`src/hdl/aim_pkg.sv`:
```
package aim_pkg;

    // one color channel, three per pixel
    localparam int BITS = 8;

    typedef struct packed {
        logic [BITS-1:0] r;
        logic [BITS-1:0] g;
        logic [BITS-1:0] b;
    } pixel_t;

    //////////////////////////////////////////////////////////////////////
    // raster timing, each axis runs active, front porch, sync, back porch
    //////////////////////////////////////////////////////////////////////

    // horizontal, in pixels
    localparam int H_ACT   = 16;
    localparam int H_FP    = 2;
    localparam int H_SYNC  = 2;
    localparam int H_BP    = 3;
    localparam int H_TOTAL = H_ACT + H_FP + H_SYNC + H_BP;

    // vertical, in lines
    localparam int V_ACT   = 8;
    localparam int V_FP    = 1;
    localparam int V_SYNC  = 1;
    localparam int V_BP    = 2;
    localparam int V_TOTAL = V_ACT + V_FP + V_SYNC + V_BP;

    localparam int H_CNT_W = 5;
    localparam int V_CNT_W = 4;

    // box overlay
    localparam int N_BOX     = 4;
    localparam int BOX_IDX_W = 2;

    // pixel fifo, source starts with FIFO_DEPTH credits
    localparam int FIFO_DEPTH = 8;
    localparam int FIFO_PTR_W = 3;

endpackage : aim_pkg

```
`src/hdl/raster_counter.sv`:
```
`timescale 1ns/10ps

module raster_counter (
    input  logic                        pix_clk,
    input  logic                        i_arst_n,
    output logic [aim_pkg::H_CNT_W-1:0] o_h_pos,
    output logic [aim_pkg::V_CNT_W-1:0] o_v_pos,
    output logic                        o_line_end
);

    import aim_pkg::*;

    logic frame_end;

    // last position of the line and of the frame
    assign o_line_end = (o_h_pos == H_CNT_W'(H_TOTAL - 1));
    assign frame_end  = o_line_end && (o_v_pos == V_CNT_W'(V_TOTAL - 1));

    always_ff @(posedge pix_clk or negedge i_arst_n) begin
        if (!i_arst_n) begin
            o_h_pos <= '0;
        end else if (o_line_end) begin
            o_h_pos <= '0;
        end else begin
            o_h_pos <= o_h_pos + 1'b1;
        end
    end

    // line counter steps once per line
    always_ff @(posedge pix_clk or negedge i_arst_n) begin
        if (!i_arst_n) begin
            o_v_pos <= '0;
        end else if (frame_end) begin
            o_v_pos <= '0;
        end else if (o_line_end) begin
            o_v_pos <= o_v_pos + 1'b1;
        end
    end

    a_pos_in_range: assert property (
        @(posedge pix_clk) disable iff (!i_arst_n)
        (o_h_pos < H_CNT_W'(H_TOTAL)) && (o_v_pos < V_CNT_W'(V_TOTAL))
    );

endmodule : raster_counter

```
`src/hdl/video_timing_fsm.sv`:
```
`timescale 1ns/10ps

module video_timing_fsm (
    input  logic                        pix_clk,
    input  logic                        i_arst_n,
    input  logic [aim_pkg::H_CNT_W-1:0] i_h_pos,
    input  logic [aim_pkg::V_CNT_W-1:0] i_v_pos,
    input  logic                        i_line_end,
    output logic                        o_pop,
    output logic                        o_de,
    output logic                        o_hsync,
    output logic                        o_vsync,
    output logic                        o_frame_start,
    output logic [aim_pkg::H_CNT_W-1:0] o_h_pos,
    output logic [aim_pkg::V_CNT_W-1:0] o_v_pos
);

    import aim_pkg::*;

    typedef enum logic [1:0] {
        ST_ACT,
        ST_FP,
        ST_SYNC,
        ST_BP
    } v_state_t;

    v_state_t v_state;
    v_state_t v_next;
    logic     h_act;
    logic     h_sync;
    logic     de_q;

    //////////////////////////////////////////////////////////////////////
    // horizontal phase straight from the position
    //////////////////////////////////////////////////////////////////////

    assign h_act  = (i_h_pos < H_CNT_W'(H_ACT));
    assign h_sync = (i_h_pos >= H_CNT_W'(H_ACT + H_FP)) &&
                    (i_h_pos <  H_CNT_W'(H_ACT + H_FP + H_SYNC));

    // vertical phase moves on the last pixel of a phase's last line
    always_comb begin
        v_next = v_state;
        if (i_line_end) begin
            case (v_state)
                ST_ACT:
                    if (i_v_pos == V_CNT_W'(V_ACT - 1)) v_next = ST_FP;
                ST_FP:
                    if (i_v_pos == V_CNT_W'(V_ACT + V_FP - 1)) v_next = ST_SYNC;
                ST_SYNC:
                    if (i_v_pos == V_CNT_W'(V_ACT + V_FP + V_SYNC - 1)) v_next = ST_BP;
                default:
                    if (i_v_pos == V_CNT_W'(V_TOTAL - 1)) v_next = ST_ACT;
            endcase
        end
    end

    always_ff @(posedge pix_clk or negedge i_arst_n) begin
        if (!i_arst_n) begin
            v_state       <= ST_ACT;
            de_q          <= 1'b0;
            o_hsync       <= 1'b0;
            o_vsync       <= 1'b0;
            o_frame_start <= 1'b0;
        end else begin
            v_state       <= v_next;
            de_q          <= h_act && (v_state == ST_ACT);
            o_hsync       <= h_sync;
            o_vsync       <= (v_state == ST_SYNC);
            // first cycle of vertical sync
            o_frame_start <= (v_state == ST_SYNC) && (i_h_pos == '0) &&
                             (i_v_pos == V_CNT_W'(V_ACT + V_FP));
        end
    end

    // position follows the registered controls
    always_ff @(posedge pix_clk) begin
        o_h_pos <= i_h_pos;
        o_v_pos <= i_v_pos;
    end

    assign o_de  = de_q;
    assign o_pop = de_q;

    a_v_on_line_end: assert property (
        @(posedge pix_clk) disable iff (!i_arst_n)
        $changed(v_state) |-> $past(i_line_end)
    );

endmodule : video_timing_fsm

```
`src/hdl/pixel_fifo.sv`:
```
`timescale 1ns/10ps

module pixel_fifo (
    input  logic            pix_clk,
    input  logic            i_arst_n,
    input  logic            i_push,
    input  aim_pkg::pixel_t i_push_data,
    input  logic            i_pop,
    output aim_pkg::pixel_t o_pop_data,
    output logic            o_credit,
    output logic            o_underrun
);

    import aim_pkg::*;

    pixel_t                mem [FIFO_DEPTH];
    logic [FIFO_PTR_W-1:0] wr_ptr;
    logic [FIFO_PTR_W-1:0] rd_ptr;
    logic [FIFO_PTR_W:0]   count;
    logic                  empty;
    logic                  pop_ok;

    assign empty  = (count == '0);
    assign pop_ok = i_pop && !empty;

    always_ff @(posedge pix_clk) begin
        if (i_push) begin
            mem[wr_ptr] <= i_push_data;
        end
    end

    // empty pop shows black
    always_ff @(posedge pix_clk) begin
        if (pop_ok) begin
            o_pop_data <= mem[rd_ptr];
        end else if (i_pop) begin
            o_pop_data <= '0;
        end
    end

    //////////////////////////////////////////////////////////////////////
    // pointers, occupancy, credit and sticky underrun
    //////////////////////////////////////////////////////////////////////

    always_ff @(posedge pix_clk or negedge i_arst_n) begin
        if (!i_arst_n) begin
            wr_ptr     <= '0;
            rd_ptr     <= '0;
            count      <= '0;
            o_credit   <= 1'b0;
            o_underrun <= 1'b0;
        end else begin
            if (i_push) begin
                wr_ptr <= wr_ptr + 1'b1;
            end
            if (pop_ok) begin
                rd_ptr <= rd_ptr + 1'b1;
            end
            case ({i_push, pop_ok})
                2'b10:   count <= count + 1'b1;
                2'b01:   count <= count - 1'b1;
                default: count <= count;
            endcase
            // one credit per pixel actually read
            o_credit <= pop_ok;
            if (i_pop && empty) begin
                o_underrun <= 1'b1;
            end
        end
    end

    // source must hold a credit for every push
    a_no_overflow: assert property (
        @(posedge pix_clk) disable iff (!i_arst_n)
        i_push |-> (count != (FIFO_PTR_W + 1)'(FIFO_DEPTH))
    );

endmodule : pixel_fifo

```
`src/hdl/box_regs.sv`:
```
`timescale 1ns/10ps

module box_regs (
    input  logic                                            pix_clk,
    input  logic                                            i_arst_n,
    input  logic                                            i_box_wr,
    input  logic [aim_pkg::BOX_IDX_W-1:0]                   i_box_idx,
    input  logic                                            i_box_en,
    input  logic [aim_pkg::H_CNT_W-1:0]                     i_box_x0,
    input  logic [aim_pkg::V_CNT_W-1:0]                     i_box_y0,
    input  logic [aim_pkg::H_CNT_W-1:0]                     i_box_x1,
    input  logic [aim_pkg::V_CNT_W-1:0]                     i_box_y1,
    input  aim_pkg::pixel_t                                 i_box_color,
    input  logic                                            i_frame_start,
    output logic [aim_pkg::N_BOX-1:0]                       o_box_en,
    output logic [aim_pkg::N_BOX-1:0][aim_pkg::H_CNT_W-1:0] o_box_x0,
    output logic [aim_pkg::N_BOX-1:0][aim_pkg::V_CNT_W-1:0] o_box_y0,
    output logic [aim_pkg::N_BOX-1:0][aim_pkg::H_CNT_W-1:0] o_box_x1,
    output logic [aim_pkg::N_BOX-1:0][aim_pkg::V_CNT_W-1:0] o_box_y1,
    output aim_pkg::pixel_t [aim_pkg::N_BOX-1:0]            o_box_color
);

    import aim_pkg::*;

    // shadow set, written at any time
    logic [N_BOX-1:0]              sh_en;
    logic [N_BOX-1:0][H_CNT_W-1:0] sh_x0;
    logic [N_BOX-1:0][V_CNT_W-1:0] sh_y0;
    logic [N_BOX-1:0][H_CNT_W-1:0] sh_x1;
    logic [N_BOX-1:0][V_CNT_W-1:0] sh_y1;
    pixel_t [N_BOX-1:0]            sh_color;

    always_ff @(posedge pix_clk or negedge i_arst_n) begin
        if (!i_arst_n) begin
            sh_en    <= '0;
            o_box_en <= '0;
        end else begin
            if (i_box_wr) begin
                sh_en[i_box_idx] <= i_box_en;
            end
            if (i_frame_start) begin
                o_box_en <= sh_en;
            end
        end
    end

    // whole set commits together, never a mix of frames
    always_ff @(posedge pix_clk) begin
        if (i_box_wr) begin
            sh_x0[i_box_idx]    <= i_box_x0;
            sh_y0[i_box_idx]    <= i_box_y0;
            sh_x1[i_box_idx]    <= i_box_x1;
            sh_y1[i_box_idx]    <= i_box_y1;
            sh_color[i_box_idx] <= i_box_color;
        end
        if (i_frame_start) begin
            o_box_x0    <= sh_x0;
            o_box_y0    <= sh_y0;
            o_box_x1    <= sh_x1;
            o_box_y1    <= sh_y1;
            o_box_color <= sh_color;
        end
    end

endmodule : box_regs

```
`src/hdl/box_overlay.sv`:
```
`timescale 1ns/10ps

module box_overlay (
    input  logic                                            pix_clk,
    input  logic                                            i_arst_n,
    input  logic                                            i_de,
    input  logic                                            i_hsync,
    input  logic                                            i_vsync,
    input  logic [aim_pkg::H_CNT_W-1:0]                     i_h_pos,
    input  logic [aim_pkg::V_CNT_W-1:0]                     i_v_pos,
    input  aim_pkg::pixel_t                                 i_pix,
    input  logic [aim_pkg::N_BOX-1:0]                       i_box_en,
    input  logic [aim_pkg::N_BOX-1:0][aim_pkg::H_CNT_W-1:0] i_box_x0,
    input  logic [aim_pkg::N_BOX-1:0][aim_pkg::V_CNT_W-1:0] i_box_y0,
    input  logic [aim_pkg::N_BOX-1:0][aim_pkg::H_CNT_W-1:0] i_box_x1,
    input  logic [aim_pkg::N_BOX-1:0][aim_pkg::V_CNT_W-1:0] i_box_y1,
    input  aim_pkg::pixel_t [aim_pkg::N_BOX-1:0]            i_box_color,
    output logic                                            o_de,
    output logic                                            o_hsync,
    output logic                                            o_vsync,
    output aim_pkg::pixel_t                                 o_rgb
);

    import aim_pkg::*;

    logic [N_BOX-1:0] on_box;
    logic             hit;
    pixel_t           hit_color;
    logic             de_d;
    logic             hs_d;
    logic             vs_d;
    logic             hit_d;
    pixel_t           hit_color_d;

    //////////////////////////////////////////////////////////////////////
    // border hit test, one per box
    //////////////////////////////////////////////////////////////////////

    for (genvar b = 0; b < N_BOX; b++) begin : g_box
        logic in_x;
        logic in_y;
        logic on_edge;

        assign in_x    = (i_h_pos >= i_box_x0[b]) && (i_h_pos <= i_box_x1[b]);
        assign in_y    = (i_v_pos >= i_box_y0[b]) && (i_v_pos <= i_box_y1[b]);
        assign on_edge = (i_h_pos == i_box_x0[b]) || (i_h_pos == i_box_x1[b]) ||
                         (i_v_pos == i_box_y0[b]) || (i_v_pos == i_box_y1[b]);
        assign on_box[b] = i_box_en[b] && in_x && in_y && on_edge;
    end

    // lowest index wins
    always_comb begin
        hit       = 1'b0;
        hit_color = '0;
        for (int b = N_BOX - 1; b >= 0; b--) begin
            if (on_box[b]) begin
                hit       = 1'b1;
                hit_color = i_box_color[b];
            end
        end
    end

    // stage one lines up with fifo read data
    always_ff @(posedge pix_clk or negedge i_arst_n) begin
        if (!i_arst_n) begin
            de_d  <= 1'b0;
            hs_d  <= 1'b0;
            vs_d  <= 1'b0;
            hit_d <= 1'b0;
        end else begin
            de_d  <= i_de;
            hs_d  <= i_hsync;
            vs_d  <= i_vsync;
            hit_d <= hit;
        end
    end

    always_ff @(posedge pix_clk) begin
        hit_color_d <= hit_color;
    end

    // output stage, black outside the active area
    always_ff @(posedge pix_clk or negedge i_arst_n) begin
        if (!i_arst_n) begin
            o_de    <= 1'b0;
            o_hsync <= 1'b0;
            o_vsync <= 1'b0;
            o_rgb   <= '0;
        end else begin
            o_de    <= de_d;
            o_hsync <= hs_d;
            o_vsync <= vs_d;
            if (!de_d) begin
                o_rgb <= '0;
            end else if (hit_d) begin
                o_rgb <= hit_color_d;
            end else begin
                o_rgb <= i_pix;
            end
        end
    end

endmodule : box_overlay

```
`src/hdl/aim_overlay_top.sv`:
```
`timescale 1ns/10ps

module aim_overlay_top (
    input  logic                          pix_clk,
    input  logic                          i_arst_n,
    input  logic                          i_pix_valid,
    input  aim_pkg::pixel_t               i_pix_data,
    output logic                          o_credit,
    input  logic                          i_box_wr,
    input  logic [aim_pkg::BOX_IDX_W-1:0] i_box_idx,
    input  logic                          i_box_en,
    input  logic [aim_pkg::H_CNT_W-1:0]   i_box_x0,
    input  logic [aim_pkg::V_CNT_W-1:0]   i_box_y0,
    input  logic [aim_pkg::H_CNT_W-1:0]   i_box_x1,
    input  logic [aim_pkg::V_CNT_W-1:0]   i_box_y1,
    input  aim_pkg::pixel_t               i_box_color,
    output logic                          o_de,
    output logic                          o_hsync,
    output logic                          o_vsync,
    output aim_pkg::pixel_t               o_rgb,
    output logic                          o_underrun
);

    import aim_pkg::*;

    logic [H_CNT_W-1:0]            h_pos;
    logic [V_CNT_W-1:0]            v_pos;
    logic                          line_end;
    logic                          pop;
    logic                          de;
    logic                          hsync;
    logic                          vsync;
    logic                          frame_start;
    logic [H_CNT_W-1:0]            h_pos_d;
    logic [V_CNT_W-1:0]            v_pos_d;
    pixel_t                        fifo_pix;
    logic [N_BOX-1:0]              box_en;
    logic [N_BOX-1:0][H_CNT_W-1:0] box_x0;
    logic [N_BOX-1:0][V_CNT_W-1:0] box_y0;
    logic [N_BOX-1:0][H_CNT_W-1:0] box_x1;
    logic [N_BOX-1:0][V_CNT_W-1:0] box_y1;
    pixel_t [N_BOX-1:0]            box_color;

    raster_counter u_raster (
        .pix_clk   (pix_clk ),
        .i_arst_n  (i_arst_n),
        .o_h_pos   (h_pos   ),
        .o_v_pos   (v_pos   ),
        .o_line_end(line_end)
    );

    video_timing_fsm u_timing (
        .pix_clk      (pix_clk    ),
        .i_arst_n     (i_arst_n   ),
        .i_h_pos      (h_pos      ),
        .i_v_pos      (v_pos      ),
        .i_line_end   (line_end   ),
        .o_pop        (pop        ),
        .o_de         (de         ),
        .o_hsync      (hsync      ),
        .o_vsync      (vsync      ),
        .o_frame_start(frame_start),
        .o_h_pos      (h_pos_d    ),
        .o_v_pos      (v_pos_d    )
    );

    pixel_fifo u_fifo (
        .pix_clk    (pix_clk    ),
        .i_arst_n   (i_arst_n   ),
        .i_push     (i_pix_valid),
        .i_push_data(i_pix_data ),
        .i_pop      (pop        ),
        .o_pop_data (fifo_pix   ),
        .o_credit   (o_credit   ),
        .o_underrun (o_underrun )
    );

    box_regs u_regs (
        .pix_clk      (pix_clk    ),
        .i_arst_n     (i_arst_n   ),
        .i_box_wr     (i_box_wr   ),
        .i_box_idx    (i_box_idx  ),
        .i_box_en     (i_box_en   ),
        .i_box_x0     (i_box_x0   ),
        .i_box_y0     (i_box_y0   ),
        .i_box_x1     (i_box_x1   ),
        .i_box_y1     (i_box_y1   ),
        .i_box_color  (i_box_color),
        .i_frame_start(frame_start),
        .o_box_en     (box_en     ),
        .o_box_x0     (box_x0     ),
        .o_box_y0     (box_y0     ),
        .o_box_x1     (box_x1     ),
        .o_box_y1     (box_y1     ),
        .o_box_color  (box_color  )
    );

    box_overlay u_overlay (
        .pix_clk    (pix_clk  ),
        .i_arst_n   (i_arst_n ),
        .i_de       (de       ),
        .i_hsync    (hsync    ),
        .i_vsync    (vsync    ),
        .i_h_pos    (h_pos_d  ),
        .i_v_pos    (v_pos_d  ),
        .i_pix      (fifo_pix ),
        .i_box_en   (box_en   ),
        .i_box_x0   (box_x0   ),
        .i_box_y0   (box_y0   ),
        .i_box_x1   (box_x1   ),
        .i_box_y1   (box_y1   ),
        .i_box_color(box_color),
        .o_de       (o_de     ),
        .o_hsync    (o_hsync  ),
        .o_vsync    (o_vsync  ),
        .o_rgb      (o_rgb    )
    );

endmodule : aim_overlay_top

```
`config.mk`:
```
export PLATFORM = sky130hd
export DESIGN_NAME = aim_overlay_top
export DESIGN_NICKNAME = d
export VERILOG_FILES = /design/src/hdl/aim_pkg.sv /design/src/hdl/raster_counter.sv /design/src/hdl/video_timing_fsm.sv /design/src/hdl/pixel_fifo.sv /design/src/hdl/box_regs.sv /design/src/hdl/box_overlay.sv /design/src/hdl/aim_overlay_top.sv
export SDC_FILE = /design/constraint.sdc
export NUM_CORES = 1
export LEC_CHECK = 0
export BUFFER_PORTS_ARGS = -buffer_cell sky130_fd_sc_hd__buf_2
export CORE_ASPECT_RATIO = 1.5
export CORE_MARGIN = 5
export CORE_UTILIZATION = 45
export DETAILED_ROUTE_END_ITERATION = 12
export PLACE_DENSITY = 0.58
export REMOVE_ABC_BUFFERS = 1
export SLEW_MARGIN = 30
export SYNTH_ARGS = -nofsm -noshare
export SYNTH_HDL_FRONTEND = slang
export SYNTH_SLANG_ARGS = --single-unit
```
`constraint.sdc`:
```
create_clock -name pix_clk -period 8 [get_ports pix_clk]
set_clock_uncertainty 0.15 [all_clocks]
set_input_delay 2 -clock pix_clk [delete_from_list [all_inputs] [get_ports pix_clk]]
set_output_delay 2 -clock pix_clk [all_outputs]
set_load 0.01 [all_outputs]
```
==> results.json <==
{
  "outcome": "finished clean",
  "powerDensity_mw_per_mm2": 290,
  "dpl.cell_count": 2079,
  "wirelength_mm": 47.0,
  "synth-async-reset-ratio_pct": 10.1,
  "synth-edff-count": 552,
  "synth_top_area_share_pct": 68.4,
  "hpwl_mm": 30.1,
  "cts_buffers": 58,
  "min_path_type": "reg -> reg",
  "viasPerCell": 5.16,
  "cts_tree": "built",
  "ys_types": 67,
  "switching_power_mw": 1.92,
  "cap_violations": 0,
  "rrSetupSlack_ns": 4.56,
  "port_buffers": 101,
  "synth_seq_cells": 651,
  "worst_pin_slew_ns": 0.899,
  "antenna_found_initial": 6,
  "final.period_utilization_pct": 43.0,
  "p_int_mw": 6.09,
  "cts_sinks": 651,
  "cts.root.buffer_cell": "clkbuf_16",
  "fin_crit_ns": 3.44,
  "end_kind": "flop",
  "netlist_area_mm2": 0.0242,
  "clockPowerShare_pct": 33.7,
  "htreeDepth": 2,
  "syn_inst": 1302,
  "sw_frac_of_total_pct": 23.9,
  "met3_usage_pct": 2.63,
  "grt_pass1_vias": 12160,
  "antenna_left": 0,
  "grt_use_total_pct": 16.2,
  "p_seq_share_pct": 52.5,
  "p_leak_nw": 9.92,
  "routabilityCongestion": 0.767,
  "setup_tns_ns": 0,
  "fp-row-count": 104,
  "grt_max_degree": 77,
  "hold_slack_ns": 0.199,
  "synth_top_area_cell": "edfxtp_1",
  "clk_latency_ns": 0.59,
  "core_mm2": 0.0535,
  "grt_use_met2_pct": 31.0,
  "grt.overflow.total": 0,
  "fmax_mhz": 291,
  "cts_setup_buffers": 0,
  "rsz0062_at_grt": "no",
  "drc": 0,
  "crit_fanout": 17,
  "grt_busiest_layer": "met2",
  "cts.clk_slew.worst_paths_ns": 0.07,
  "cts_buffer_depth": 3,
  "pin_count": 102,
  "drive_above_1_share_pct": 19.8,
  "vias": 11294,
  "power.share.combinational_pct": 13.8,
  "arrival_ns": 3.80,
  "stdcell_count": 2189,
  "die_w_um": 199,
  "synth_flop_cell": "edfxtp_1",
  "met1_usage_pct": 18.5,
  "crit_type": "reg -> reg",
  "fin_nets": 1611,
  "ys_warn_count": 0,
  "setup_viol": 0,
  "wire_per_inst_um": 21.5,
  "relSlewSlack_pct": 40.0,
  "drtPass1Iterations": 5,
  "start_util_pct": 45.3,
  "grt_pass1_wl_mm": 71.1,
  "slew_viol_final": 0,
  "postCtsHoldBufs": 0,
  "drt_iter0_drc": 506,
  "area_growth_pct": 13.7,
  "ys_seq_area_share_pct": 78.0,
  "critPathLaunchType": "flop",
  "cts_resized": 0,
  "irDropWorstVdd_mv": 0.213,
  "hold_viol_final": 0,
  "syn_area_per_cell_um2": 18.6,
  "worstPathRequired_ns": 8.36,
  "die_h_um": 294,
  "synth_area_leaders": "edfxtp_1 68%, dfrtp_1 6.8%, ha_1 4.5%, mux4_2 4.5%, dfxtp_1 2.7%",
  "die_area_mm2": 0.0587
}
-- worst max-delay path: stages, from the launching register on --
cell and delay [ns]:
dfxtp_1 0.57, ha_1 0.32, a211oi_1 0.21, o22ai_1 0.14, o221a_2 0.29, o211a_1 0.34, nor2_2 0.74, o21ai_2 0.35
o21ai_1 0.24
-- layout make-up --
class | count | area [µm²]
antenna | 1 | 2.50
sequential | 651 | 18900
clock inverter | 34 | 285
timing repair buffer | 123 | 684
clock buffer | 75 | 1580
multi-input combinational | 525 | 4900
inverter | 91 | 342
fill | 4368 | 25900
tap | 689 | 862
-- layout by cell type (no fill, tap or decap), types with 31 or more instances in the layout --
master,netlist,final
a21oi_1,32,32
edfxtp_1,552,552
dfxtp_1,33,33
buf_2,6,100
nor2b_1,31,31
dfrtp_1,66,63
ha_1,87,87
clkbuf_16,0,59
inv_1,91,91
mux2i_1,57,57
mux4_2,48,48
nor2_1,43,36
-- cell families (layout without fill, tap and decap cells) --
family          Yosys count  in the layout  share of synthesized area (%)
other cells               0              1                              0
compound gates          139            139                           3.97
fa+ha+maj                88             88                           4.58
xor+xnor                 10             10                          0.362
simple gates            172            172                           3.68
flops                   651            651                           78.0
buf+inv                 126            323                           2.11
mux                     116            116                           7.33
-- Yosys cell counts (9+ instances only) --
library cell  instances
clkbuf_1             18
mux2_2               10
o21ai_1               9
mux2i_1              57
nor2b_1              31
o22ai_1              16
a21oi_1              32
o21ai_0              17
nand2_1              29
dfrtp_1              66
nor3_1               21
a22oi_1               9
ha_1                 87
a21o_1                9
nor2_1               43
nand2b_1              9
a31oi_1              15
edfxtp_1            552
inv_1                91
mux4_2               48
dfxtp_1              33
-- sequential cells by signal, summed over array words and instances, names as in the netlist, 20 cells and up --
register and flops:
u_regs.sh_color 96, u_regs.sh_x1 20, u_regs.sh_x0 20, u_fifo.mem 192
u_overlay.hit_color_d 24, u_regs.o_box_color 96, u_overlay.o_rgb 24, u_regs.o_box_x1 20
u_fifo.o_pop_data 24, u_regs.o_box_x0 20
-- layer usage --
layer	part of all wire [%]	wire (µm)
met5	0.10	48
met3	3.3	1570
met1	38	17700
met2	57	26600
met4	2.3	1080
-- through the flow --
step	power [mW]	area [µm²]	setup WS, ns	utilization (%)
2_1_floorplan	4.99	24100	2.01	-
3_3_place_gp	5.40	25700	4.29	48.0
3_5_place_dp	5.42	25700	4.28	48.0
4_1_cts	8.12	27500	4.47	51.5
5_1_grt	8.38	27500	4.27	51.5
6_report	8.00	27500	4.56	51.5
-- power by group through the flow --
stage	Sequential [mW]	Clock (mW)	Combinational, mW
3_5_place_dp	4.27	0	1.14
5_1_grt	4.23	2.93	1.22
2_1_floorplan	4.36	0	0.623
6_report	4.20	2.70	1.10
3_3_place_gp	4.27	0	1.13
4_1_cts	4.20	2.77	1.15
-- final timing paths --
kind | start | endpoint | cells past startpoint
worst max-delay path | u_timing.o_h_pos[2] | u_overlay.hit_color_d[6] | 8
worst min-delay path | u_timing.o_vsync | u_overlay.vs_d | 0
worst max register to register | u_timing.o_h_pos[2] | u_overlay.hit_color_d[6] | 8
worst min register to register | u_timing.o_vsync | u_overlay.vs_d | 0
max in group asynchronous | i_arst_n | u_timing.o_frame_start | 2
min in group asynchronous | i_arst_n | u_fifo.wr_ptr[1] | 1
No activity file was read; power rests on OpenSTA's default activity.
